File: config.mk
export PLATFORM = sky130hd
export DESIGN_NAME = soc_reset_debug_ctrl
export DESIGN_NICKNAME = d
export VERILOG_FILES = /design/src/hw/soc_dbg_pkg.sv /design/src/hw/soc_reset_debug_ctrl.sv
export VERILOG_INCLUDE_DIRS = /design/src /design/src/hw
export SDC_FILE = /design/constraint.sdc
export NUM_CORES = 1
export LEC_CHECK = 0
export BUFFER_PORTS_ARGS = -buffer_cell sky130_fd_sc_hd__buf_2
export CORE_AREA = 2 2 39 41
export DETAILED_ROUTE_END_ITERATION = 8
export DIE_AREA = 0 0 41 43
export SLEW_MARGIN = 20
export SYNTH_ARGS = -nofsm -noshare
export SYNTH_HDL_FRONTEND = slang
export SYNTH_SLANG_ARGS = --single-unit
File: constraint.sdc
create_clock -name clk_i -period 2.15 [get_ports clk_i]
set_input_delay 0.645 -clock clk_i [delete_from_list [all_inputs] [get_ports clk_i]]
set_output_delay 0.645 -clock clk_i [all_outputs]
set_load 0.01 [all_outputs]
File: src/hw/soc_macros.svh
// Bus widths, address map and debug timing shared by RTL and testbench
// ROM and RAM bases must be aligned to their region size
`ifndef SOC_MACROS_SVH
`define SOC_MACROS_SVH

// ------------------------------
// Bus widths
// ------------------------------
`define SOC_ADDR_W 32
`define SOC_DATA_W 64
`define SOC_BE_W (`SOC_DATA_W / 8)

// ------------------------------
// Address map
// ------------------------------
`define SOC_ROM_BASE 32'h0001_0000
`define SOC_ROM_WORDS 512
`define SOC_RAM_BASE 32'h8000_0000
`define SOC_RAM_WORDS 1024
`define SOC_GPIO_BASE 32'h4000_0000
`define SOC_GPIO_LEN 32'h0000_1000

// Debug hold-off after power-on reset, in cycles
`define SOC_DBG_DELAY 20

`endif
File: src/hw/soc_dbg_pkg.sv
// Debug source selection and control types
`default_nettype none

package soc_dbg_pkg;

  // Which debug transport drives the core request
  typedef enum logic {
    DBG_SRC_DMI  = 1'b0,
    DBG_SRC_JTAG = 1'b1
  } dbg_src_e;

  // Static debug configuration, held as levels
  typedef struct packed {
    logic     en;
    dbg_src_e src;
  } dbg_ctrl_t;

endpackage

`default_nettype wire

File: src/hw/soc_reset_debug_ctrl.sv
// Core reset generation and gated debug request for the core
// Hold-off counter restarts on power-on reset only, not on ndmreset
`timescale 1ns/1ps
`default_nettype none

`include "soc_macros.svh"

module soc_reset_debug_ctrl import soc_dbg_pkg::*; (
  input  logic      clk_i,
  input  logic      rst_ni,
  input  logic      ndmreset_i,
  input  logic      dbg_jtag_req_i,
  input  logic      dbg_dmi_req_i,
  input  dbg_ctrl_t dbg_ctrl_i,
  output logic      core_rst_no,
  output logic      dbg_req_core_o
);

  localparam int unsigned CntW = $clog2(`SOC_DBG_DELAY + 1);

  logic            rst_comb_n;
  logic [1:0]      sync_q;
  logic [CntW-1:0] del_cnt_q;
  logic            dbg_req_sel;

  // ------------------------------
  // Core reset
  // ------------------------------
  // Power-on or debug module reset, asserted at once
  assign rst_comb_n = rst_ni & ~ndmreset_i;

  // Two flops so that release is clean w.r.t. clk_i
  always_ff @(posedge clk_i or negedge rst_comb_n) begin
    if (!rst_comb_n) begin
      sync_q <= 2'b00;
    end else begin
      sync_q <= {sync_q[0], 1'b1};
    end
  end

  assign core_rst_no = sync_q[1];

  // ------------------------------
  // Debug hold-off
  // ------------------------------
  // Gives boot code time to run before the first halt
  always_ff @(posedge clk_i or negedge rst_ni) begin
    if (!rst_ni) begin
      del_cnt_q <= CntW'(`SOC_DBG_DELAY);
    end else if (del_cnt_q != '0) begin
      del_cnt_q <= del_cnt_q - 1'b1;
    end
  end

  // Source select
  assign dbg_req_sel = (dbg_ctrl_i.src == DBG_SRC_JTAG) ? dbg_jtag_req_i : dbg_dmi_req_i;

  // Blocked during hold-off or when debug is off
  assign dbg_req_core_o = (del_cnt_q != '0) ? 1'b0 :
                          (!dbg_ctrl_i.en)  ? 1'b0 : dbg_req_sel;

endmodule

`default_nettype wire

After elaboration in Yosys (flattened, before gate mapping) --
Index checks and enable logic that the tools add are counted.
Storage, ports and cells: input bits 7, flip-flop bits (word level) 7
Cells by class: $add $sub $neg 1, bitwise gates (word level) 2, reduce and logical (&&, ||, !) cells 1, muxes and demuxes 3
Operators by type and width (count):
- $reduce_bool A5 Y1 | 1
- $sub A5 B1 Y5 const B | 1
- $mux W1 | 3
- $and A1 B1 Y1 | 1
- $not A1 Y1 | 1

Logic depth before layout (Yosys ltp) --
depth after elaboration 3, gate-level depth with buffers 4

Worst setup path before layout --
OpenSTA, ideal clock, no wires.
path kind register to output, start point register del_cnt_q[0], end point output dbg_req_core_o, required time 1.505 ns, path buffers 0, setup slack 0.307 ns, arrival 1.198 ns, stages on the path, launching flop included 5, cell sequence dfrtp_1 -> inv_1 -> ha_1 -> nor4b_4 -> and3_1
Between the ends: cells in the longest elaborated chain, start to end 2
Ends and longest elaborated chain:
- start: declaration | RTL line soc_reset_debug_ctrl.sv:23 | logic [CntW-1:0] del_cnt_q;
- start signal: assignment | RTL line soc_reset_debug_ctrl.sv:49 | del_cnt_q <= CntW'(`SOC_DBG_DELAY);
- start signal: assignment | RTL line soc_reset_debug_ctrl.sv:51 | del_cnt_q <= del_cnt_q - 1'b1;
- $reduce_bool A5 Y1 | RTL line soc_reset_debug_ctrl.sv:59 | assign dbg_req_core_o = (del_cnt_q != '0) ? 1'b0 :
- $mux W1 | RTL line soc_reset_debug_ctrl.sv:59
- end: declaration | RTL line soc_reset_debug_ctrl.sv:16 | output logic dbg_req_core_o
No other way between the ends.

Final worst setup path --
Same ends and word-level chain as after synthesis.

==> impl_metrics.toml <==
[floorplanning]
num_rows = 14
core_area_sq_mm = 0.00138
die_h_um = 43
die_w_um = 41
initial_core_util_pct = 24.8
die_area_sq_mm = 0.00176
ios = 9

[power]
power_density_mw_per_mm2 = 587
p_leak_nw = 0.236
p_clk_share_pct = 43.6
pwr-share-comb_pct = 5.0
p_sw_share_pct = 19.3
p_sw_mw = 0.0505
p_int_mw = 0.212
peakVddDrop_v = 0.000277
seqPwrFrac_pct = 51.3

[clock_network]
insertion_delay_ps = 250
clkTransAtPathRegs_ps = 50
cts_sinks = 7
tritoncts = "yes"
cts-buffers-inserted = 3
holdBufCountCts = 0
root_buffer = "clkbuf_4"
cts_buffer_depth = 2
htreeDepth = 1

[synth]
synthCells = 26
yosys.area_share.simple_pct = 18.2
syn_avg_cell_area_sq_um = 13.2
synth-seq-area-share_pct = 51.8
synthTopCellsByArea = "dfrtp_1 (36%), dfstp_2 (15%), ha_1 (7.3%)"
synth_edf_count = 0
synth-seq-cells = 7
synth_cell_types = 16
synth-compound-area-share_pct = 4.74
synth_nets = 35
synth_area_sq_um = 343
synth_top_area_share_pct = 36.5
synth_xor_xnor_area_share_pct = 5.11
synth_top_family_by_area = "simple AND/OR/NAND/NOR gates"
yosysWarningCount = 0
synthAdderAreaFrac_pct = 7.30
synth_mux_area_share_pct = 9.49
synth-main-ff-cell = "dfrtp_1"
synth.most_common_cell = "dfrtp_1"
synth_top_area_cell = "dfrtp_1"
synthArstFlopShare_pct = 100

[final_layout]
areaGrowthSynthToFinish_pct = 30.3
regArea_sq_um = 178
post-route-cell-area_sq_um = 447
fin_util_pct = 32.3
fin_nets = 50
drive_above_1_share_pct = 50.0
fin_cells = 56
multi_input_area_sq_um = 160
diodes = 0
fillers = 151

[worst_setup_path]
crit_path_start_kind = "flop"
setup.worst_path.class = "reg2out"
critPathMaxFanout = 3
worstPathRequired_ps = 1500
endpoint_kind = "output pin"
arrival_ps = 1420

[placement]
dp.cells = 51
dp_hpwl_um = 426
gp_congestion = 0.658
portBuffers = 8
placed_area_sq_um = 410

[timing]
fin_tns_setup_ps = 0
finalSetupViolations = 0
fmax_mhz = 485
final_max_slew_viol_count = 0
whs_ps = 216
hold_viol = 0
fin_crit_ps = 2060
fin_crit_sh_pct = 95.9
finalClockSkew_ps = 7.09

[global_routing]
grt_max_degree = 7
grt_pass1_wl_um = 876
overflow = 0
grt_pass1_vias = 219
grtUsageTotal_pct = 8.00
antenna_found_initial = 0

[hold_path]
worstHoldPathType = "in2async"

[route]
drt_iter0_drc = 0
wl_um = 531
drcViolationCount = 0
viasPerCell = 4.14
postRouteAntennaNets = 0
first_pass_iters = 1
dr_total_vias = 232
wl_per_cell_um = 9.48

[run_status]
outcome = "finished clean"

[flow_run]
maxCapViolations = 0
==> per-stage QoR <==
step                power [mW]  setup slack [ps]
CTS                      0.270              54.9
global placement         0.150               174
finish                   0.262              87.8
global route             0.280             -4.84
floorplan                0.141               307
detailed placement       0.150               167
==> registers in the layout (all words and copies together) (netlist names) <==
signal     cells
sync_q         2
del_cnt_q      5
==> path summary, 6_finish.rpt <==
path / start / endpoint / slack [ps] / cells after the start
setup / recovery: del_cnt_q[0] / dbg_req_core_o / 90 / 5
hold / removal: rst_ni / del_cnt_q[3] / 220 / 1
setup reg to reg: del_cnt_q[0] / del_cnt_q[1] / 820 / 5
hold reg to reg: sync_q[0] / sync_q[1] / 350 / 0
max in group asynchronous: rst_ni / sync_q[0] / 1570 / 2
min in group clk_i: sync_q[0] / sync_q[1] / 350 / 0
==> logic make-up (layout without fill, tap and decap cells) <==
| group | Yosys count | in the layout |
|---|---|---|
| adders and majority gates | 2 | 2 |
| buffers and inverters | 2 | 16 |
| xor gates and xnor gates | 2 | 2 |
| and+or+nand+nor | 7 | 7 |
| AOI/OAI and AO/OA | 2 | 2 |
| DFF | 7 | 7 |
| other | 1 | 1 |
| muxes | 3 | 3 |
==> critical path, cell delays in order, from the launching register on <==
cell and delay (ps):
dfrtp_1 400, inv_1 100, ha_2 180, nor4b_4 200, and3_1 180, buf_2 120
==> cells in the final DEF, fill, tap and decap left out, drive strengths merged <==
master	synthesis	routed
a21oi	1	1
and3	1	1
buf	0	10
clkbuf	0	4
conb	1	1
dfrtp	5	5
dfstp	2	2
ha	2	2
inv	2	2
mux2	2	2
mux2i	1	1
nor2	2	2
nor2b	1	1
nor3b	1	1
nor4b	1	1
o31ai	1	1
or4	1	1
xnor2	2	2
==> per-layer routing <==
metal	GRT usage (%)	up-vias	wire length [um]
li1	-	115	-
met1	9.27	113	218
met2	10.3	4	297
met3	4.71	0	15
met4	6.00	0	0
met5	0	-	0
==> layout make-up <==
class,instances,area share (%)
well taps,16,4.48
inverters,2,1.68
multi-input cells,17,35.9
clock buffers,4,5.88
repair buffers,10,12.3
flip-flops and latches,7,39.8
==> power groups by stage <==
stage | Clock (mW) | Sequential, mW | Combinational (mW)
after floorplan | 0 | 0.137 | 0.00390
after global placement | 0 | 0.137 | 0.0132
after detailed placement | 0 | 0.137 | 0.0136
after CTS | 0.121 | 0.135 | 0.0137
after global routing | 0.131 | 0.135 | 0.0149
final | 0.114 | 0.135 | 0.0132
==> timing repair <==
item                       CTS  global route
resized for setup            0             2
setup buffers                0             1
setup endpoints to repair    0             1
hold endpoints to repair     0             0
Note: power is estimated with default switching activity, not from simulation.
