**src/hw/soc_macros.svh**
```systemverilog
// Bus widths, address map and debug timing shared by RTL and testbench
// ROM and RAM bases must be aligned to their region size
`ifndef SOC_MACROS_SVH
`define SOC_MACROS_SVH

// ------------------------------
// Bus widths
// ------------------------------
`define SOC_ADDR_W 32
`define SOC_DATA_W 64
`define SOC_BE_W (`SOC_DATA_W / 8)

// ------------------------------
// Address map
// ------------------------------
`define SOC_ROM_BASE 32'h0001_0000
`define SOC_ROM_WORDS 512
`define SOC_RAM_BASE 32'h8000_0000
`define SOC_RAM_WORDS 1024
`define SOC_GPIO_BASE 32'h4000_0000
`define SOC_GPIO_LEN 32'h0000_1000

// Debug hold-off after power-on reset, in cycles
`define SOC_DBG_DELAY 20

`endif
```
**src/hw/soc_boot_rom.sv**
```systemverilog
// Boot ROM with generated contents, one registered read per request
// Word i holds i in the upper half and ~i in the lower half
`timescale 1ns/1ps
`default_nettype none

`include "soc_macros.svh"

module soc_boot_rom (
  input  logic                                 clk_i,
  input  logic                                 rom_req_i,
  input  logic [$clog2(`SOC_ROM_WORDS)-1:0]    word_i,
  output logic [`SOC_DATA_W-1:0]               rdata_o
);

  localparam int unsigned HalfW = `SOC_DATA_W / 2;

  logic [HalfW-1:0] index_ext;

  // Zero-extended index forms both halves of the word
  assign index_ext = HalfW'(word_i);

  // ------------------------------
  // Read port
  // ------------------------------
  // Output holds the last word read between requests
  always_ff @(posedge clk_i) begin
    if (rom_req_i) begin
      rdata_o <= {index_ext, ~index_ext};
    end
  end

endmodule

`default_nettype wire

```
**config.mk**
```make
export PLATFORM = sky130hd
export DESIGN_NAME = soc_boot_rom
export DESIGN_NICKNAME = d
export VERILOG_FILES = /design/src/hw/soc_boot_rom.sv
export VERILOG_INCLUDE_DIRS = /design/src /design/src/hw
export SDC_FILE = /design/constraint.sdc
export NUM_CORES = 1
export LEC_CHECK = 0
export BUFFER_PORTS_ARGS = -buffer_cell sky130_fd_sc_hd__buf_2
export CAP_MARGIN = 20
export CORE_ASPECT_RATIO = 1.1
export CORE_MARGIN = 2
export CORE_UTILIZATION = 34
export DETAILED_ROUTE_END_ITERATION = 10
export GPL_TIMING_DRIVEN = 0
export PLACE_DENSITY_LB_ADDON = 0.05
export SLEW_MARGIN = 20
export SYNTH_ARGS = -nofsm -noshare
export SYNTH_HDL_FRONTEND = slang
export SYNTH_SLANG_ARGS = --single-unit
```
**constraint.sdc**
```tcl
create_clock -name clk_i -period 0.8 [get_ports clk_i]
set_clock_uncertainty 0.2 [all_clocks]
set_input_delay 0.04 -clock clk_i [delete_from_list [all_inputs] [get_ports clk_i]]
set_output_delay 0.04 -clock clk_i [all_outputs]
set_load 0.02 [all_outputs]
```
Word level (Yosys, flattened, before mapping)

Cells that the tools add are included.
W data, S select, Z words.

Bitwise gates (word level): 1

Operators by type and width:

| operator    | number |
|---|---|
| $not A9 Y32 | 1 |

Register bits: 41

Longest topological paths before layout

Gate-level depths: netlist of the first run.

Word-level depth: 1
Depth in mapped cells: 1
Depth with buffers taken out: 1

Worst setup path after synthesis of the first run

Ideal clock, no wire load.

Path type: register to output
Start: register rdata_o[0]
End: output port rdata_o[0]
Cell stages (with the launch flop): 1
Required time: 0.560 ns
Path slack: 0.111 ns
Arrival time: 0.449 ns
Buffers on the path: 0
Path through: edfxtp_1

RTL lines:

| item                     | RTL line           | text |
|---|---|---|
| start: declaration       | soc_boot_rom.sv:12 | `` output logic [`SOC_DATA_W-1:0] rdata_o `` |
| start signal: assignment | soc_boot_rom.sv:28 | `rdata_o <= {index_ext, ~index_ext};` |

No word-level cell between the ends.

Final worst setup path of the first run

Start: register rdata_o[3]
End: output port rdata_o[3]

No word-level cell between the ends.

==> results of run 1 <==
## where the power goes
| group | total, W | internal (W) | switching, W |
|---|---|---|---|
| combinational | 0.000665 | 0.000292 | 0.000373 |
| clock | 0.000444 | 0.000181 | 0.000263 |
| sequential | 0.00114 | 0.00112 | 0.0000242 |
| total | 0.00225 | 0.00159 | 0.000661 |
## logic make-up after synthesis
logic type,after synthesis
buffers and inverters,55
flip-flops,18
other,2
## path summary, 6_finish.rpt
check	startpoint	end	slack (ns)	cells past startpoint
setup / recovery	rdata_o[3]$_DFFE_PP_	rdata_o[3]	-0.27	1
hold / removal	word_i[3]	rdata_o[35]$_DFFE_PP_	-0.26	1
## stage by stage
| stage | total power, W | setup slack [ns] | cells |
|---|---|---|---|
| after floorplan | 0.00163 | 0.111 | 119 |
| after global placement | 0.00173 | -0.135 | 178 |
| after detailed placement | 0.00173 | -0.142 | 178 |
| after CTS | 0.00222 | -0.297 | 191 |
| after global routing | 0.00238 | -0.332 | 190 |
| final | 0.00225 | -0.274 | 190 |
## area by class of cell
cell class,instances,area (µm²),share of cell area [%]
Clock inverter,1,3.75,0.260
Timing Repair Buffer,36,289,20.0
Clock buffer,3,22.5,1.56
Buffer,46,345,23.9
Multi-Input combinational cell,46,173,11.9
Sequential cell,18,541,37.4
Inverter,9,33.8,2.34
Tap cell,31,38.8,2.68
## routing by layer
| layer | wire length, µm | vias to the layer above |
|---|---|---|
| met1 | 420 | 237 |
| met4 | 0 | 0 |
| li1 | - | 308 |
| met5 | 0 | - |
| met3 | 185 | 0 |
| met2 | 767 | 38 |
## cells in the final DEF, fill, tap and decap left out, drive strengths merged
cell type    count
buf             74
conb            46
edfxtp          18
inv              9
dlygate4sd3      8
clkbuf           3
clkinv           1
## timing repair
item                                    4_1_cts  5_1_grt
hold endpoints to repair                     36       36
endpoints found under the setup margin       18       36
gates cloned                                  0        0
hold buffers                                  9        8
gates resized for setup                       4       18
==> impl_metrics.py, run 1 <==
metrics = {
    "outcome": {
        "status": "finished, violations left",
        "violations": "negative hold slack, negative setup slack",
    },
    "logic_synthesis": {
        "synthArstFlopShare_pct": 0,
        "synthTopCellsByCount": "46 x buf_4, 18 x edfxtp_1, 9 x inv_1",
        "synth_compound_area_share_pct": 0,
        "ys_ff_latch": 18,
        "synth_top_flop_cell": "edfxtp_1",
        "synth_most_common_cell": "buf_4",
        "synth.area.top_cells": "edfxtp_1 58%, buf_4 37%, inv_1 3.6%",
        "synth_top_family_by_area": "buffers and inverters",
        "ys_seq_area_share_pct": 58.3,
        "synthCells": 75,
        "yosys.area.top_type": "edfxtp_1",
        "synth_fa_ha_area_share_pct": 0,
        "synthMuxAreaShare_pct": 0,
        "synth_cell_types": 4,
        "yosys.area_share.simple_pct": 0,
        "synth_edf_count": 18,
        "yosysTopAreaCellShare_pct": 58.3,
        "ys_warn_count": 0,
        "synth_xor_area_share_pct": 0,
        "syn-mean-instance-area_um2": 12.4,
        "syn-cell-area_um2": 927,
    },
    "sta": {
        "rsz0062_at_grt": "true",
        "finalSetupViolCount": 34,
        "setup_tns_ns": -5.44,
        "period_needed_ns": 1.07,
        "drv_slew": 0,
        "hold_viol": 20,
        "finalCritPeriodShare_pct": 134,
        "fmax_ghz": 0.931,
        "whs_ns": -0.257,
        "finalWorstSetupSlack_ns": -0.274,
    },
    "cts": {
        "cts-htree-levels": 1,
        "cts_setup_buffers": 0,
        "cts_tree": "built",
        "path_clk_slew_ns": 0.10,
        "clock-root-buffer": "clkbuf_4",
        "clockBufferDepth": 2,
        "numCtsBuffers": 3,
        "numClockSinks": 18,
    },
    "global_routing": {
        "grt.overflow.total": 0,
        "top_usage_layer": "met2",
        "grt_pass1_wl_um": 1780,
        "grt_use_met2_pct": 14.6,
        "antenna_found_initial": 0,
        "grtUsageTotal_pct": 8.26,
        "grt_max_degree": 19,
        "gr-usage-met1_pct": 7.59,
        "met3_usage_pct": 3.05,
        "grt_pass1_vias": 439,
    },
    "critical_path": {
        "cp_slowest_cell": "edfxtp_1",
        "cp.required_ns": 0.56,
        "end_kind": "primary output",
        "cp_cell_sequence": "buf_6",
        "worstPathMaxFanout": 1,
        "arrival_ns": 0.83,
        "cp_top_family": "flip-flops",
        "critical_path_class": "reg2out",
        "path_buf_inv": 1,
        "cp-start-kind": "flip-flop",
        "cp_slowest_stage_delay_ns": 0.40,
    },
    "die": {
        "die_h_um": 58.8,
        "fp-row-count": 19,
        "die_w_um": 53.8,
        "core_mm2": 0.00254,
        "start_util_pct": 36.4,
        "ios": 75,
        "die-area_mm2": 0.00316,
    },
    "finish": {
        "drive_above_1_share_pct": 48.4,
        "final_util_pct": 56.9,
        "largestRegisters": "rdata_o x18",
        "area_growth_pct": 56.0,
        "antenna_cells": 0,
        "stdcell_area_mm2": 0.00145,
        "nNetsFinal": 171,
        "largest_register_ffs": 18,
        "n_fill_cell": 232,
        "top_register": "rdata_o",
    },
    "place": {
        "gp_congestion": 0.615,
        "dpl_cell_area_mm2": 0.00127,
        "dp_hpwl_um": 1070,
        "port_buffers": 28,
    },
    "route": {
        "drc": 0,
        "vias": 583,
        "antenna_left": 0,
        "dr.pass1.iters": 3,
        "viasPerCell": 3.07,
        "routedWlPerCell_um": 7.22,
        "routed_wl_um": 1370,
        "drtIter0Drc": 6,
    },
    "power_and_ir_drop": {
        "vdd_drop_max_v": 0.000825,
        "p_leak_nw": 0.776,
        "power_density_mw_per_mm2": 1560,
    },
    "min_path": {
        "hp-class": "in2reg",
    },
    "job": {
        "max-cap-violations": 0,
    },
}
No activity file was read; power rests on OpenSTA's default activity.
==> run 2, diff against run 1 <==
--- a/config.mk
+++ b/config.mk
@@ -10,7 +10,7 @@
 export CAP_MARGIN = 20
 export CORE_ASPECT_RATIO = 1.1
 export CORE_MARGIN = 2
-export CORE_UTILIZATION = 34
+export CORE_UTILIZATION = 38
 export DETAILED_ROUTE_END_ITERATION = 10
 export GPL_TIMING_DRIVEN = 0
 export PLACE_DENSITY_LB_ADDON = 0.05
==> constraint.sdc (replaced) <==
create_clock -name clk_i -period 1.2 [get_ports clk_i]
set_clock_uncertainty 0.2 [all_clocks]
set_input_delay 0.06 -clock clk_i [delete_from_list [all_inputs] [get_ports clk_i]]
set_output_delay 0.06 -clock clk_i [all_outputs]
set_load 0.02 [all_outputs]
==> impl_metrics.py, run 2 (synthesis results as in run 1) <==
metrics = {
    "outcome": {
        "status": "completed",
    },
    "min_path": {
        "hold_path_end": "rdata_o[7]$_DFFE_PP_",
        "hold-path-cell-count": 1,
        "hp-class": "in2reg",
        "min_from": "rom_req_i",
    },
    "critical_path": {
        "cp-start-kind": "flip-flop",
        "cp_cell_sequence": "buf_2",
        "path_depth": 1,
        "critical_path_class": "reg2out",
        "cp.required_ns": 0.94,
        "cp_top_family": "flip-flops",
        "cp_slowest_stage_delay_ns": 0.40,
        "end_kind": "primary output",
        "arrival_ns": 0.85,
        "worstPathMaxFanout": 1,
        "cp_slowest_cell": "edfxtp_1",
        "path_buf_inv": 1,
    },
    "cts": {
        "numCtsBuffers": 3,
        "cts_tree": "built",
        "numClockSinks": 18,
        "cts-htree-levels": 1,
        "clockBufferDepth": 2,
        "clock-root-buffer": "clkbuf_4",
        "path_clk_slew_ns": 0.09,
    },
    "power_and_ir_drop": {
        "vdd_drop_max_v": 0.000518,
        "power_density_mw_per_mm2": 1050,
        "p_leak_nw": 0.757,
    },
    "die": {
        "ios": 75,
        "die_h_um": 55.8,
        "fp-row-count": 18,
        "die_w_um": 51.1,
        "core_mm2": 0.00227,
        "start_util_pct": 40.8,
        "die-area_mm2": 0.00285,
    },
    "sta": {
        "finalSetupViolCount": 0,
        "drv_slew": 0,
        "setup_tns_ns": 0,
        "rsz0062_at_grt": "false",
        "period_needed_ns": 1.11,
        "fmax_ghz": 0.900,
        "finalCritPeriodShare_pct": 92.6,
        "hold_viol": 0,
    },
    "global_routing": {
        "grt_max_degree": 19,
        "grt_pass1_vias": 508,
        "antenna_found_initial": 0,
        "grt_pass1_wl_um": 2120,
        "grt.overflow.total": 0,
        "grtUsageTotal_pct": 10.1,
    },
    "finish": {
        "final_cell_mix": "46 x buf_4, 46 x conb_1, 28 x buf_2",
        "nNetsFinal": 172,
        "top_register": "rdata_o",
        "drive_above_1_share_pct": 48.1,
        "antenna_cells": 0,
        "largestRegisters": "rdata_o x18",
        "final_cells": 190,
        "largest_register_ffs": 18,
        "n_fill_cell": 207,
        "area_growth_pct": 49.5,
    },
    "place": {
        "dp_cells": 177,
        "port_buffers": 28,
        "gp_congestion": 0.618,
        "dp_hpwl_um": 1100,
    },
    "route": {
        "antenna_left": 0,
        "vias": 587,
        "viasPerCell": 3.09,
        "drc": 0,
        "dr.pass1.iters": 4,
        "routedWlPerCell_um": 7.47,
        "drtIter0Drc": 2,
        "routed_wl_um": 1420,
    },
    "job": {
        "max-cap-violations": 0,
    },
}
## run 2: cell count changes in the layout (fill, tap and decap cells not counted), sizes merged
cell,before,now
dlygate4sd3,8,9
## run 2: timing repair
item | CTS | global route
setup buffers | 0 | 0
hold buffers | 9 | 0
resized for setup | 0 | 0
endpoints found under the hold margin | 18 | 0
## run 2: area by class of cell
class                      instances  area, µm²  area share [%]
buffer                            46        345            24.9
sequential                        18        541            39.0
timing repair buffer              37        230            16.6
clock buffer                       3       22.5            1.62
inverter                           9       33.8            2.44
multi-input combinational         46        173            12.5
tap                               30       37.5            2.71
clock inverter                     1       3.75           0.271
## run 2: metal layers
layer | share of wire (%) | track usage [%]
met5 | 0 | 0
met4 | 1.9 | 8.11
met3 | 13 | 1.34
met2 | 52 | 18.0
met1 | 34 | 10.1
## run 2: how the worst max path moves through the flow
stage | end | startpoint | slack [ns]
2_1_floorplan | rdata_o[0] | rdata_o[0]$_DFFE_PP_ | 0.49
3_3_place_gp | rdata_o[38]$_DFFE_PP_ | rom_req_i | 0.25
3_5_place_dp | rdata_o[6]$_DFFE_PP_ | rom_req_i | 0.24
4_1_cts | rdata_o[37] | rdata_o[37]$_DFFE_PP_ | 0.08
5_1_grt | rdata_o[0] | rdata_o[0]$_DFFE_PP_ | 0.04
6_report | rdata_o[0] | rdata_o[0]$_DFFE_PP_ | 0.09
## run 2: power breakdown
part,total [W],leakage (nW),internal [W],switching [W]
clock network,0.000287,0.0154,0.000120,0.000166
logic,0.000413,0.566,0.000164,0.000250
registers,0.000756,0.176,0.000746,0.0000102
## run 2: through the flow
| stage | power, W | utilization [%] | hold slack [ns] | cell area, µm² | setup WS, ns |
|---|---|---|---|---|---|
| 3_5_place_dp | 0.00116 | 55.8 | 0.0531 | 1270 | 0.240 |
| 3_3_place_gp | 0.00115 | 55.8 | 0.0509 | 1270 | 0.251 |
| 4_1_cts | 0.00147 | 60.9 | 0.0149 | 1390 | 0.0795 |
| 5_1_grt | 0.00154 | 60.9 | 0.0185 | 1390 | 0.0423 |
| 2_1_floorplan | 0.00108 | - | -0.0411 | 1090 | 0.491 |
| 6_report | 0.00146 | 60.9 | 0.0213 | 1390 | 0.0885 |
==> run 3, diff against run 2 <==
--- a/config.mk
+++ b/config.mk
@@ -12,7 +12,6 @@
 export CORE_MARGIN = 2
 export CORE_UTILIZATION = 38
 export DETAILED_ROUTE_END_ITERATION = 10
-export GPL_TIMING_DRIVEN = 0
 export PLACE_DENSITY_LB_ADDON = 0.05
 export SLEW_MARGIN = 20
 export SYNTH_ARGS = -nofsm -noshare
==> impl_metrics.py, run 3 (synthesis results as in run 1) <==
metrics = {
    "min_path": {
        "hp-class": "in2reg",
        "hold_path_end": "rdata_o[2]$_DFFE_PP_",
        "hold-path-cell-count": 1,
        "min_from": "rom_req_i",
    },
    "finish": {
        "final_cell_mix": "46 x conb_1, 28 x buf_2, 18 x edfxtp_1",
        "top_register": "rdata_o",
        "n_fill_cell": 226,
        "layout_commonest_cell": "conb_1",
        "final_util_pct": 45.8,
        "nNetsFinal": 126,
        "largest_register_ffs": 18,
        "largestRegisters": "rdata_o x18",
        "drive_above_1_share_pct": 27.2,
        "antenna_cells": 0,
        "final_cells": 144,
        "area_growth_pct": 12.3,
    },
    "global_routing": {
        "grtUsageTotal_pct": 8.30,
        "antenna_found_initial": 0,
        "grt_pass1_vias": 389,
        "grt.overflow.total": 0,
        "grt_max_degree": 19,
        "grt_pass1_wl_um": 1700,
    },
    "place": {
        "port_buffers": 28,
        "dp_cells": 131,
        "dp_hpwl_um": 868,
        "gp_congestion": 0.608,
    },
    "cts": {
        "numClockSinks": 18,
        "clock-root-buffer": "clkbuf_4",
        "path_clk_slew_ns": 0.10,
        "cts_tree": "built",
        "numCtsBuffers": 3,
        "cts-htree-levels": 1,
        "clockBufferDepth": 2,
    },
    "critical_path": {
        "cp-start-kind": "flip-flop",
        "cp.required_ns": 0.94,
        "path_buf_inv": 1,
        "arrival_ns": 0.84,
        "cp_top_family": "flip-flops",
        "critical_path_class": "reg2out",
        "worstPathMaxFanout": 1,
        "cp_slowest_stage_delay_ns": 0.39,
        "cp_slowest_cell": "edfxtp_1",
        "cp_cell_sequence": "buf_2",
        "end_kind": "primary output",
    },
    "sta": {
        "finalCritPeriodShare_pct": 91.9,
        "hold_viol": 0,
        "rsz0062_at_grt": "false",
        "setup_tns_ns": 0,
        "drv_slew": 0,
        "period_needed_ns": 1.10,
        "fmax_ghz": 0.907,
        "finalSetupViolCount": 0,
        "whs_ns": 0.0237,
    },
    "route": {
        "viasPerCell": 3.26,
        "routed_wl_um": 1220,
        "vias": 470,
        "antenna_left": 0,
        "routedWlPerCell_um": 8.49,
        "drtIter0Drc": 1,
        "drc": 0,
        "dr.pass1.iters": 2,
    },
    "die": {
        "core_mm2": 0.00227,
        "fp-row-count": 18,
        "start_util_pct": 40.8,
        "die_w_um": 51.1,
        "die_h_um": 55.8,
        "ios": 75,
        "die-area_mm2": 0.00285,
    },
    "outcome": {
        "status": "completed",
    },
    "power_and_ir_drop": {
        "vdd_drop_max_v": 0.000567,
        "p_leak_nw": 0.536,
        "power_density_mw_per_mm2": 1290,
    },
    "job": {
        "max-cap-violations": 0,
    },
}
[run 3: cell types whose count changed in the layout (fill, tap and decap cells not counted), sizes merged]
cell	change
buf	-46
[run 3: routing by layer]
metal	track usage, %	share of wire (%)
met3	1.61	12
met1	9.00	36
met4	8.11	2.2
met2	13.0	50
met5	0	0
[run 3: cell type report]
class	count	area, µm²	area share, %
clock inverters	1	3.75	0.361
multi-input cells	46	173	16.6
inverters	9	33.8	3.25
flip-flops and latches	18	541	51.9
repair buffers	37	230	22.1
well taps	30	37.5	3.61
clock buffers	3	22.5	2.16
[run 3: worst max path at each step]
| stage | from | end | slack (ns) | depth (start not counted) |
|---|---|---|---|---|
| 2_1_floorplan | rdata_o[0]$_DFFE_PP_ | rdata_o[0] | 0.49 | 0 |
| 3_3_place_gp | rom_req_i | rdata_o[6]$_DFFE_PP_ | 0.23 | 1 |
| 3_5_place_dp | rom_req_i | rdata_o[6]$_DFFE_PP_ | 0.23 | 1 |
| 4_1_cts | rdata_o[37]$_DFFE_PP_ | rdata_o[37] | 0.09 | 1 |
| 5_1_grt | rdata_o[32]$_DFFE_PP_ | rdata_o[32] | 0.04 | 1 |
| 6_report | rdata_o[32]$_DFFE_PP_ | rdata_o[32] | 0.1 | 1 |
[run 3: through the flow]
step	instance area, µm²	setup WS (ns)	total power (W)
floorplan	1090	0.491	0.00108
global placement	925	0.226	0.00104
detailed placement	925	0.231	0.00104
CTS	1040	0.0917	0.00136
global route	1040	0.0380	0.00141
finish	1040	0.0975	0.00134
[run 3: power by group]
part / leakage, nW / total, W / internal (W) / switching, W
sequential: 0.176 / 0.000756 / 0.000746 / 0.0000100
clock: 0.0154 / 0.000293 / 0.000121 / 0.000173
combinational: 0.345 / 0.000296 / 0.0000640 / 0.000232
[run 3: repair_timing]
action / 4_1_cts / 5_1_grt
setup buffers: 0 / 0
gates resized for setup: 0 / 0
hold buffers: 9 / 0
endpoints found under the hold margin: 18 / 0
