==> config.mk <==
export PLATFORM = sky130hd
export DESIGN_NAME = soc_bus_router
export DESIGN_NICKNAME = d
export VERILOG_FILES = /design/src/hw/soc_bus_pkg.sv /design/src/hw/soc_bus_router.sv
export VERILOG_INCLUDE_DIRS = /design/src /design/src/hw
export SDC_FILE = /design/constraint.sdc
export NUM_CORES = 1
export LEC_CHECK = 0
export BUFFER_PORTS_ARGS = -buffer_cell sky130_fd_sc_hd__clkbuf_2
export CAP_MARGIN = 30
export CORE_AREA = 2 2 151 153
export DETAILED_ROUTE_END_ITERATION = 10
export DIE_AREA = 0 0 153 155
export SETUP_SLACK_MARGIN = 0.4
export SYNTH_ARGS = -nofsm -noshare
export SYNTH_HDL_FRONTEND = slang
export SYNTH_SLANG_ARGS = --single-unit
==> constraint.sdc <==
create_clock -name clk_i -period 2.82 [get_ports clk_i]
set_clock_uncertainty 0.1 [all_clocks]
set_input_delay 0.141 -clock clk_i [delete_from_list [all_inputs] [get_ports clk_i]]
set_output_delay 0.141 -clock clk_i [all_outputs]
set_load 0.005 [all_outputs]
==> src/hw/soc_macros.svh <==
// Bus widths, address map and debug timing shared by RTL and testbench
// ROM and RAM bases must be aligned to their region size
`ifndef SOC_MACROS_SVH
`define SOC_MACROS_SVH

// ------------------------------
// Bus widths
// ------------------------------
`define SOC_ADDR_W 32
`define SOC_DATA_W 64
`define SOC_BE_W (`SOC_DATA_W / 8)

// ------------------------------
// Address map
// ------------------------------
`define SOC_ROM_BASE 32'h0001_0000
`define SOC_ROM_WORDS 512
`define SOC_RAM_BASE 32'h8000_0000
`define SOC_RAM_WORDS 1024
`define SOC_GPIO_BASE 32'h4000_0000
`define SOC_GPIO_LEN 32'h0000_1000

// Debug hold-off after power-on reset, in cycles
`define SOC_DBG_DELAY 20

`endif
==> src/hw/soc_bus_pkg.sv <==
// Types of the single-cycle memory bus and its decoded target regions
`default_nettype none

`include "soc_macros.svh"

package soc_bus_pkg;

  // Request from the core side, sampled every cycle
  typedef struct packed {
    logic                   req;
    logic                   we;
    logic [`SOC_ADDR_W-1:0] addr;
    logic [`SOC_BE_W-1:0]   be;
    logic [`SOC_DATA_W-1:0] wdata;
  } bus_req_t;

  // Response one cycle after the request
  // rdata is zero on writes and errors
  typedef struct packed {
    logic                   rvalid;
    logic                   err;
    logic [`SOC_DATA_W-1:0] rdata;
  } bus_rsp_t;

  // Decoded target of an access
  typedef enum logic [1:0] {
    REGION_ROM  = 2'd0,
    REGION_RAM  = 2'd1,
    REGION_GPIO = 2'd2,
    REGION_NONE = 2'd3
  } region_e;

endpackage

`default_nettype wire

==> src/hw/soc_bus_router.sv <==
// Address decoder and response path with a fixed latency of one cycle
// No back-pressure; GPIO, unmapped addresses and ROM writes answer with err
`timescale 1ns/1ps
`default_nettype none

`include "soc_macros.svh"

module soc_bus_router import soc_bus_pkg::*; (
  input  logic                                 clk_i,
  input  logic                                 rst_ni,
  input  bus_req_t                             bus_req_i,
  output bus_rsp_t                             bus_rsp_o,
  output logic                                 rom_req_o,
  output logic                                 ram_req_o,
  output logic                                 ram_we_o,
  output logic [$clog2(`SOC_RAM_WORDS)-1:0]    word_o,
  output logic [`SOC_BE_W-1:0]                 be_o,
  output logic [`SOC_DATA_W-1:0]               wdata_o,
  input  logic [`SOC_DATA_W-1:0]               rom_rdata_i,
  input  logic [`SOC_DATA_W-1:0]               ram_rdata_i
);

  localparam int unsigned ByteOff = $clog2(`SOC_BE_W);
  localparam int unsigned WordW   = $clog2(`SOC_RAM_WORDS);

  // Last byte address of each window
  localparam logic [`SOC_ADDR_W-1:0] RomLast  =
      `SOC_ROM_BASE + `SOC_ROM_WORDS * `SOC_BE_W - 1;
  localparam logic [`SOC_ADDR_W-1:0] RamLast  =
      `SOC_RAM_BASE + `SOC_RAM_WORDS * `SOC_BE_W - 1;
  localparam logic [`SOC_ADDR_W-1:0] GpioLast = `SOC_GPIO_BASE + `SOC_GPIO_LEN - 1;

  region_e region;
  logic    accept;
  logic    err;

  region_e region_q;
  logic    we_q;
  logic    err_q;
  logic    valid_q;

  // ------------------------------
  // Decode
  // ------------------------------
  always_comb begin
    if (bus_req_i.addr >= `SOC_ROM_BASE && bus_req_i.addr <= RomLast) begin
      region = REGION_ROM;
    end else if (bus_req_i.addr >= `SOC_RAM_BASE && bus_req_i.addr <= RamLast) begin
      region = REGION_RAM;
    end else if (bus_req_i.addr >= `SOC_GPIO_BASE && bus_req_i.addr <= GpioLast) begin
      region = REGION_GPIO;
    end else begin
      region = REGION_NONE;
    end
  end

  // Nothing is accepted while the core is held in reset
  assign accept = bus_req_i.req & rst_ni;
  assign err    = (region == REGION_GPIO) || (region == REGION_NONE) ||
                  (region == REGION_ROM && bus_req_i.we);

  // Target strobes, ROM write goes nowhere
  assign rom_req_o = accept && (region == REGION_ROM) && !bus_req_i.we;
  assign ram_req_o = accept && (region == REGION_RAM);
  assign ram_we_o  = bus_req_i.we;

  // Bases are size-aligned so the low address bits index both memories
  assign word_o  = bus_req_i.addr[ByteOff +: WordW];
  assign be_o    = bus_req_i.be;
  assign wdata_o = bus_req_i.wdata;

  // ------------------------------
  // Response stage
  // ------------------------------
  always_ff @(posedge clk_i or negedge rst_ni) begin
    if (!rst_ni) begin
      valid_q  <= 1'b0;
      err_q    <= 1'b0;
      we_q     <= 1'b0;
      region_q <= REGION_NONE;
    end else begin
      valid_q  <= accept;
      err_q    <= accept & err;
      we_q     <= bus_req_i.we;
      region_q <= region;
    end
  end

  always_comb begin
    bus_rsp_o        = '0;
    bus_rsp_o.rvalid = valid_q;
    bus_rsp_o.err    = err_q;
    if (valid_q && !we_q && !err_q) begin
      case (region_q)
        REGION_ROM: bus_rsp_o.rdata = rom_rdata_i;
        REGION_RAM: bus_rsp_o.rdata = ram_rdata_i;
        default:    bus_rsp_o.rdata = '0;
      endcase
    end
  end

endmodule

`default_nettype wire

# Word level (Yosys, flattened, before mapping)
# Cells that the tools add are included.
dict set report word_totals {
  regBits 5
  out_inout_bits 151
  word_cells 37
}
dict set report op_classes {
  magnitude_cmp 6
  n_eq_ne 4
  n_mux 5
  bitwise 2
  reduce_logical 16
}
# operator n
set op_table {}
lappend op_table {{64-bit case mux with 2 select lines} 1}
lappend op_table {{64-bit two-way mux} 1}
lappend op_table {{32-bit by 17-bit greater-or-equal comparator with 1-bit output (second input constant)} 1}
lappend op_table {{32-bit by 31-bit greater-or-equal comparator with 1-bit output (second input constant)} 1}
lappend op_table {{32-bit greater-or-equal comparator (second input constant)} 1}
lappend op_table {{32-bit by 17-bit less-or-equal comparator with 1-bit output (second input constant)} 1}
lappend op_table {{32-bit by 31-bit less-or-equal comparator with 1-bit output (second input constant)} 1}
lappend op_table {{32-bit less-or-equal comparator (second input constant)} 1}
lappend op_table {{1-bit logical AND} 9}
lappend op_table {{2-bit by 1-bit equality test with 1-bit output (second input constant)} 2}
lappend op_table {{2-bit equality test (second input constant)} 2}
lappend op_table {{2-bit logical NOT} 2}
lappend op_table {{2-bit two-way mux} 2}
lappend op_table {{1-bit logical NOT} 3}
lappend op_table {{1-bit bitwise AND} 2}
lappend op_table {{1-bit logical OR} 2}
lappend op_table {{1-bit two-way mux} 1}

# Longest topological paths before layout
# Gate-level depths: netlist (run 1).
dict set report depth {
  ltp_word 9
  mapped_depth 4
}

# Worst setup path before layout (run 1)
# Ideal clock, no wire load.
dict set report synth_path {
  path_type {register to output}
  start {reg region_q[1]}
  end {out bus_rsp_o[10] (netlist bit)}
  arrival_time_ns 1.264
  t_required_ns 2.579
  slack_ns 1.315
  stages_incl_launch_ff 5
  n_path_buf 2
  path_cell_list {dfstp_2 -> or4b_1 -> buf_6 -> buf_6 -> nor2_1}
}
# item line
set synth_lines {}
lappend synth_lines {{start, declared} soc_bus_router.sv:37} ;# region_e region_q;
lappend synth_lines {{start signal, assigned} soc_bus_router.sv:85} ;# region_q <= region;
lappend synth_lines {{end, declared} soc_bus_router.sv:12} ;# output bus_rsp_t bus_rsp_o,

==> flow_summary.ini, run 1 <==
[clocking]
clk_pin_slew_ns = 0.03
postCtsSetupBuffers = 0
cts-resized-gates = 0
cts-root-buf = clkbuf_16
ctsLongestPathBuffers = 2
cts_sinks = 5
cts-buffers-inserted = 3
h-tree-depth = 1
cts_tree = yes

[yosys]
netlist_area_sq_um = 1900
ys_types = 21
ys_seq_elements = 5
yosys_warnings = 0
yosysSeqAreaShare_pct = 6.71
synth_fp_nets = 492
syn_inst = 256
syn_area_per_cell_sq_um = 7.43

[place]
dp_hpwl_um = 6690
gp_congestion = 0.624
port_buffers = 221
place_ws_ns = 0.852

[power]
power_switching_mw = 0.103
clkPwrFrac_pct = 50.3
power.density_nw_per_um2 = 169
peakVddDrop_uv = 299
power_frac_comb_pct = 33.5
p_int_mw = 0.362
swShare_pct = 22.2
power_leakage_nw = 1.87
pwr-share-seq_pct = 16.2

[die]
fp-row-count = 55
fp.dieH_um = 155
die_area_sq_um = 23700
die_w_um = 153
initial_core_util_pct = 8.56
io_pins = 387
core_sq_um = 22200

[outcome]
outcome = finished, final reports clean

[timing]
finalSetupTns_ns = 0
slew_viol_final = 0
fmax_mhz = 459
fin_ws_ns = 0.641
rsz0062_at_grt = false
tightest_slew_ns = 0.671
min_period_ns = 2.18
hold_ws_ns = 0.0494
post-route-period-util_pct = 77.3
relSlewSlack_pct = 54.8
setup-violations-final = 0
hold_viol = 0

[grt]
track_usage_pct = 5.77
grt_max_degree = 65
antenna_found_initial = 0
grt-ovfl-total = 0
grt_pass1_wl_um = 10800
first_global_vias = 1986

[finish]
area_delta_synth_final_pct = 45.0
drive_above_1_share_pct = 59.8
fin_util_pct = 12.4
diodes = 0
nets = 625

[route]
ant_nets = 0
avgViaCountPerCell = 3.21
avgRoutedWirePerCell_um = 11.5
drt-total-wl_um = 7760
first_pass_iters = 4
vias = 2161
drc = 0
drt-initial-drc-count = 82

[worst_setup_path]
crit_type = reg -> out
critPathMaxFanout = 64
end_kind = primary output
critical_path_arrival_ns = 1.94
startpoint_type = flip-flop
cp.required_ns = 2.58

[worst_hold_path]
min_path_type = in -> reg
hold_depth = 3

[flow_run]
max-cap-violations = 0
-- synthesized netlist by cell type --
library cell / number / area share [%]
or3b_2: 1 / 0.46
nand3_1: 1 / 0.26
or4b_1: 1 / 0.53
nand2b_1: 1 / 0.33
dfrtp_1: 3 / 3.9
inv_1: 1 / 0.20
nor2_1: 65 / 13
and3_1: 1 / 0.33
buf_4: 85 / 34
nor4_1: 4 / 1.3
a31oi_1: 1 / 0.33
nand2_1: 3 / 0.59
mux2i_1: 64 / 34
xnor2_1: 1 / 0.46
buf_6: 7 / 4.1
buf_2: 7 / 1.8
o21ai_0: 1 / 0.26
dfstp_2: 2 / 2.8
nor3_1: 4 / 1.1
and4_1: 1 / 0.46
nand4_1: 2 / 0.66
-- metal layers --
metal	wire length (um)	global-route usage, %	part of all wire [%]	up-vias
met5	29	1.04	0.37	-
met4	488	4.19	6.3	2
met3	1150	2.73	15	62
met2	3870	10.5	50	179
met1	2230	4.84	29	893
li1	-	-	-	1025
-- final timing paths --
kind                                start            end  slack (ns)
setup / recovery              region_q[1]  bus_rsp_o[25]        0.64
min in group asynchronous          rst_ni        valid_q        0.18
max in group asynchronous          rst_ni    region_q[1]        2.22
hold / removal             bus_req_i[105]          err_q        0.05
-- cell type report --
type,instances,area [sq um]
tap,285,357
timing repair buffer,227,1170
clock buffer,4,78.8
sequential,5,131
inverter,1,3.75
multi-input combinational,151,1020
fill,2596,19500
-- registers in the layout, indices dropped and copies added, names as in the netlist --
signal,cells
we_q,1
err_q,1
region_q,2
valid_q,1
-- cell families after synthesis --
family | after synthesis | share of synthesized area (%)
buffers and inverters | 100 | 39.7
muxes | 64 | 33.7
DFF | 5 | 6.71
and+or+nand+nor | 84 | 18.8
xor gates and xnor gates | 1 | 0.461
AOI/OAI and AO/OA | 2 | 0.592
-- power groups by stage --
stage | logic (mW) | registers, mW | clock network (mW)
after floorplan | 0.135 | 0.0759 | 0
after global placement | 0.152 | 0.0760 | 0
after detailed placement | 0.155 | 0.0760 | 0
after CTS | 0.158 | 0.0754 | 0.237
after global routing | 0.173 | 0.0756 | 0.244
final | 0.156 | 0.0753 | 0.234
-- what timing repair did --
item	in CTS	in global routing
hold buffers	2	0
endpoints found under the setup margin	0	0
hold endpoints to repair	6	0
-- critical path, stage by stage, from the launching register on --
cell and delay [ns]:
dfstp_2 0.35, or4b_2 0.65, buf_4 0.34, nor2_1 0.20, clkbuf_2 0.13
-- stage by stage --
stage	area [sq um]	power, mW	cells
after detailed placement	2660	0.231	667
after global placement	2660	0.228	667
after global routing	2760	0.492	673
after CTS	2760	0.471	673
final	2760	0.465	673
after floorplan	1900	0.211	256
-- cells in the final DEF (no fill, tap or decap), drive strengths merged --
cell	synthesis	final
clkbuf	0	225
nor2	65	65
mux2i	64	64
nor4	4	4
nor3	4	4
buf	99	4
nand2	3	3
dfrtp	3	3
nand4	2	2
dlygate4sd3	0	2
dfstp	2	2
or4b	1	1
and4	1	1
xnor2	1	1
nand3	1	1
and3	1	1
nand2b	1	1
or3b	1	1
inv	1	1
o21ai	1	1
a31oi	1	1
(Power assumes the default switching activity.)
==> inputs of run 2 (changes only) <==
--- a/config.mk
+++ b/config.mk
@@ -8,9 +8,9 @@
 export LEC_CHECK = 0
 export BUFFER_PORTS_ARGS = -buffer_cell sky130_fd_sc_hd__clkbuf_2
 export CAP_MARGIN = 30
-export CORE_AREA = 2 2 151 153
+export CORE_AREA = 2 2 149 151
 export DETAILED_ROUTE_END_ITERATION = 10
-export DIE_AREA = 0 0 153 155
+export DIE_AREA = 0 0 151 153
 export SETUP_SLACK_MARGIN = 0.4
 export SYNTH_ARGS = -nofsm -noshare
 export SYNTH_HDL_FRONTEND = slang
==> constraint.sdc (replaced) <==
create_clock -name clk_i -period 1.9 [get_ports clk_i]
set_clock_uncertainty 0.1 [all_clocks]
set_input_delay 0.095 -clock clk_i [delete_from_list [all_inputs] [get_ports clk_i]]
set_output_delay 0.095 -clock clk_i [all_outputs]
set_load 0.005 [all_outputs]
==> flow_summary.ini, run 2 (same netlist as run 1, synthesis figures left out) <==
[grt]
grt-ovfl-total = 0
grt_pass1_wl_um = 11000
first_global_vias = 2026
track_usage_pct = 6.37
antenna_found_initial = 0
grt_max_degree = 33

[clocking]
ctsLongestPathBuffers = 2
cts_sinks = 5
clk_pin_slew_ns = 0.03
h-tree-depth = 1
cts_tree = yes
cts-root-buf = clkbuf_16
cts-buffers-inserted = 3

[timing]
relSlewSlack_pct = 77.8
post-route-period-util_pct = 97.8
rsz0062_at_grt = true
min_period_ns = 1.86
tightest_slew_ns = 0.330
setup-violations-final = 0
fmax_mhz = 538
fin_ws_ns = 0.0421
slew_viol_final = 0
hold_viol = 0

[place]
place_ws_ns = 0.112
gp_congestion = 0.670
dp_hpwl_um = 6900
port_buffers = 221
placed_area_sq_um = 2720
placedCellCount = 669

[finish]
nets = 637
area_delta_synth_final_pct = 54.3
regMostFlops = region_q
final_common_cell = clkbuf_2
diodes = 0
drive_above_1_share_pct = 63.5
fin_area_sq_um = 2940
final_cell_mix = clkbuf_2 (221), mux2i_1 (64), nor2_1 (56)
largest_reg_flops = 2
stdcell_count = 680
nFillCells = 2513

[die]
initial_core_util_pct = 8.85
die_w_um = 151
fp.dieH_um = 153
die_area_sq_um = 23100
fp-row-count = 54
core_sq_um = 21500
io_pins = 387

[power]
clkPwrFrac_pct = 49.2
p_int_mw = 0.540
swShare_pct = 22.5
pwr-share-seq_pct = 16.1
power_leakage_nw = 1.95
power_frac_comb_pct = 34.7
power.density_nw_per_um2 = 237
p_total_mw = 0.696
power_switching_mw = 0.157
peakVddDrop_uv = 392

[flow_run]
max-cap-violations = 0

[worst_setup_path]
startpoint_type = flip-flop
cp.required_ns = 1.70
critical_path_arrival_ns = 1.66
end_kind = primary output
critPathMaxFanout = 32
crit_type = reg -> out

[route]
avgViaCountPerCell = 3.26
drt-total-wl_um = 8580
drt-initial-drc-count = 37
ant_nets = 0
drc = 0
avgRoutedWirePerCell_um = 12.6
first_pass_iters = 2
vias = 2217

[outcome]
outcome = finished, final reports clean

[worst_hold_path]
min_path_type = in -> reg
## run 2: cell count changes in the layout (fill, tap and decap cells not counted), moves of 2 or more
cell    delta
buf_12     +2
buf_4      +7
nor2_1     -9
nor2_2     +9
nor4_1     -2
nor4_2     +2
## run 2: final timing paths
| check | slack, ns | to | cells past startpoint | startpoint |
|---|---|---|---|---|
| max in group asynchronous | 1.28 | region_q[1] | 2 | rst_ni |
| hold / removal | 0.02 | region_q[0] | 3 | bus_req_i[87] |
| setup / recovery | 0.04 | bus_rsp_o[59] | 4 | region_q[1] |
| min in group asynchronous | 0.17 | err_q | 2 | rst_ni |
## run 2: per-stage QoR
step                setup TNS (ns)  hold slack, ns  utilization [%]
floorplan                        0          -0.301                -
global placement                 0          -0.179             12.6
detailed placement               0          -0.175             12.6
CTS                              0         0.00103             13.5
global route                -0.166          0.0475             13.7
finish                           0          0.0183             13.7
## run 2: power by group through the flow
| stage | clock, mW | sequential (mW) | combinational (mW) |
|---|---|---|---|
| after detailed placement | 0 | 0.113 | 0.236 |
| after global placement | 0 | 0.113 | 0.231 |
| after global routing | 0.362 | 0.112 | 0.268 |
| after floorplan | 0 | 0.113 | 0.200 |
| after CTS | 0.350 | 0.112 | 0.242 |
| final | 0.343 | 0.112 | 0.242 |
## run 2: final cells by class
cell class / instances / area [sq um] / share of cell area (%)
repair buffers: 239 / 1310 / 44.8
inverters: 1 / 3.75 / 0.128
flip-flops and latches: 5 / 131 / 4.48
multi-input cells: 151 / 1060 / 36.0
well taps: 280 / 350 / 11.9
clock buffers: 4 / 78.8 / 2.69
## run 2: what timing repair did
item                                    in CTS  in global routing
endpoints found under the hold margin        7                  0
setup buffers                                3                  0
gates resized for setup                      2                 11
endpoints found under the setup margin      64                 65
cloned                                       1                  0
hold buffers                                 3                  0
## run 2: layer usage
layer	track usage, %	part of all wire [%]
met5	0	0
met2	12.7	50
met1	5.10	30
met3	2.57	15
met4	3.47	4.5
## run 2: critical path, cell delays in order (launching register included)
cell and delay (ns):
dfstp_2 0.35, or4b_4 0.60, buf_12 0.20, nor2_1 0.13, clkbuf_2 0.12
==> inputs of run 3 (changes only) <==
--- a/config.mk
+++ b/config.mk
@@ -8,9 +8,9 @@
 export LEC_CHECK = 0
 export BUFFER_PORTS_ARGS = -buffer_cell sky130_fd_sc_hd__clkbuf_2
 export CAP_MARGIN = 30
-export CORE_AREA = 2 2 149 151
+export CORE_AREA = 2 2 152 154
 export DETAILED_ROUTE_END_ITERATION = 10
-export DIE_AREA = 0 0 151 153
+export DIE_AREA = 0 0 154 156
 export SETUP_SLACK_MARGIN = 0.4
 export SYNTH_ARGS = -nofsm -noshare
 export SYNTH_HDL_FRONTEND = slang
==> constraint.sdc (replaced) <==
create_clock -name clk_i -period 2.1 [get_ports clk_i]
set_clock_uncertainty 0.1 [all_clocks]
set_input_delay 0.105 -clock clk_i [delete_from_list [all_inputs] [get_ports clk_i]]
set_output_delay 0.105 -clock clk_i [all_outputs]
set_load 0.005 [all_outputs]
==> flow_summary.ini, run 3 (same netlist as run 1, synthesis figures left out) <==
[power]
pwr-share-seq_pct = 16.0
p_int_mw = 0.488
clkPwrFrac_pct = 49.5
peakVddDrop_uv = 374
power_switching_mw = 0.143
power_leakage_nw = 1.91
swShare_pct = 22.7
power.density_nw_per_um2 = 220
power_frac_comb_pct = 34.4

[clocking]
cts-buffers-inserted = 3
cts_tree = yes
cts_sinks = 5
clk_pin_slew_ns = 0.03
cts-root-buf = clkbuf_16
h-tree-depth = 1
ctsLongestPathBuffers = 2

[timing]
fin_ws_ns = 0.238
post-route-period-util_pct = 88.7
hold_viol = 0
rsz0062_at_grt = true
relSlewSlack_pct = 66.7
setup-violations-final = 0
hold_ws_ns = 0.0179
min_period_ns = 1.86
finalSetupTns_ns = 0
slew_viol_final = 0
tightest_slew_ns = 0.496
fmax_mhz = 537

[worst_setup_path]
critical_path_arrival_ns = 1.66
cp_top_family = flip-flops
path_buf_inv = 2
cp.required_ns = 1.89
critPathMaxFanout = 20
end_kind = primary output
critPathMaxStageDelay_ns = 0.72
cp_slowest_cell = dfstp_4
crit_type = reg -> out
startpoint_type = flip-flop
crit_path_cell_trace = buf_12 -> mux2i_2 -> nor2_1 -> clkbuf_2

[grt]
met2_usage_pct = 13.7
track_usage_pct = 6.77
grt-ovfl-total = 0
grt_pass1_wl_um = 12300
grt_max_degree = 33
met3_usage_pct = 2.69
grt-busiest-layer = met2
grt_util_met1_pct = 5.27
antenna_found_initial = 0
first_global_vias = 2150

[finish]
final_common_cell = clkbuf_2
nFillCells = 2591
diodes = 0
area_delta_synth_final_pct = 50.7
largest_reg_flops = 2
fin_util_pct = 12.8
nets = 632
drive_above_1_share_pct = 61.3
final_cell_mix = clkbuf_2 (219), nor2_1 (65), mux2i_1 (62)
regMostFlops = region_q

[route]
drt-total-wl_um = 9050
ant_nets = 0
vias = 2236
drc = 0
drt-initial-drc-count = 100
first_pass_iters = 3
avgRoutedWirePerCell_um = 13.3
avgViaCountPerCell = 3.29

[die]
fp.dieH_um = 156
core_sq_um = 22400
fp-row-count = 55
initial_core_util_pct = 8.50
io_pins = 387
die_w_um = 154
die_area_sq_um = 24000

[worst_hold_path]
min_path_type = in -> reg
min_to = err_q
hold_start = bus_req_i[105]
hold_depth = 3

[outcome]
outcome = finished, final reports clean

[place]
port_buffers = 221
place_ws_ns = 0.318
gp_congestion = 0.644
dp_hpwl_um = 7620

[flow_run]
max-cap-violations = 0
## run 3: metrics by stage
stage / total power, mW / instances / cell area (sq um)
after floorplan: 0.283 / 256 / 1900
after global placement: 0.312 / 671 / 2700
after detailed placement: 0.317 / 671 / 2700
after CTS: 0.640 / 680 / 2850
after global routing: 0.675 / 680 / 2870
final: 0.631 / 680 / 2870
## run 3: how the worst max path moves through the flow
stage | cells after the start | slack [ns] | end | startpoint
after floorplan | 4 | 0.63 | bus_rsp_o[10] | region_q[1]
after global placement | 4 | 0.33 | bus_rsp_o[54] | region_q[1]
after detailed placement | 4 | 0.32 | bus_rsp_o[51] | region_q[1]
after CTS | 4 | 0.22 | bus_rsp_o[51] | region_q[1]
after global routing | 4 | 0.16 | bus_rsp_o[10] | region_q[1]
final | 4 | 0.24 | bus_rsp_o[39] | region_q[0]
## run 3: timing repair
action,CTS,global route
setup buffers,2,0
setup endpoints to repair,64,65
hold endpoints to repair,6,0
gates cloned,1,0
gates resized for setup,4,5
hold buffers,2,0
pin swaps,0,0
## run 3: cell type report
class                           count  area [sq um]  area share [%]
Multi-Input combinational cell    151          1040            36.1
Inverter                            1          3.75           0.131
Sequential cell                     5           131            4.58
Tap cell                          285           357            12.4
Clock buffer                        4          78.8            2.75
Timing Repair Buffer              234          1260            44.0
## run 3: power groups by stage
stage                     registers, mW  clock network [mW]  logic (mW)
after global placement            0.102                   0       0.210
after detailed placement          0.102                   0       0.215
final                             0.101               0.312       0.217
after floorplan                   0.102                   0       0.181
after CTS                         0.101               0.317       0.221
after global routing              0.101               0.331       0.243
## run 3: metal layers
layer  vias to the layer above  share of wire, %
met5                         -                 0
met4                         0               6.0
met3                        62                14
met2                       194                51
met1                       941                29
li1                       1039                 -
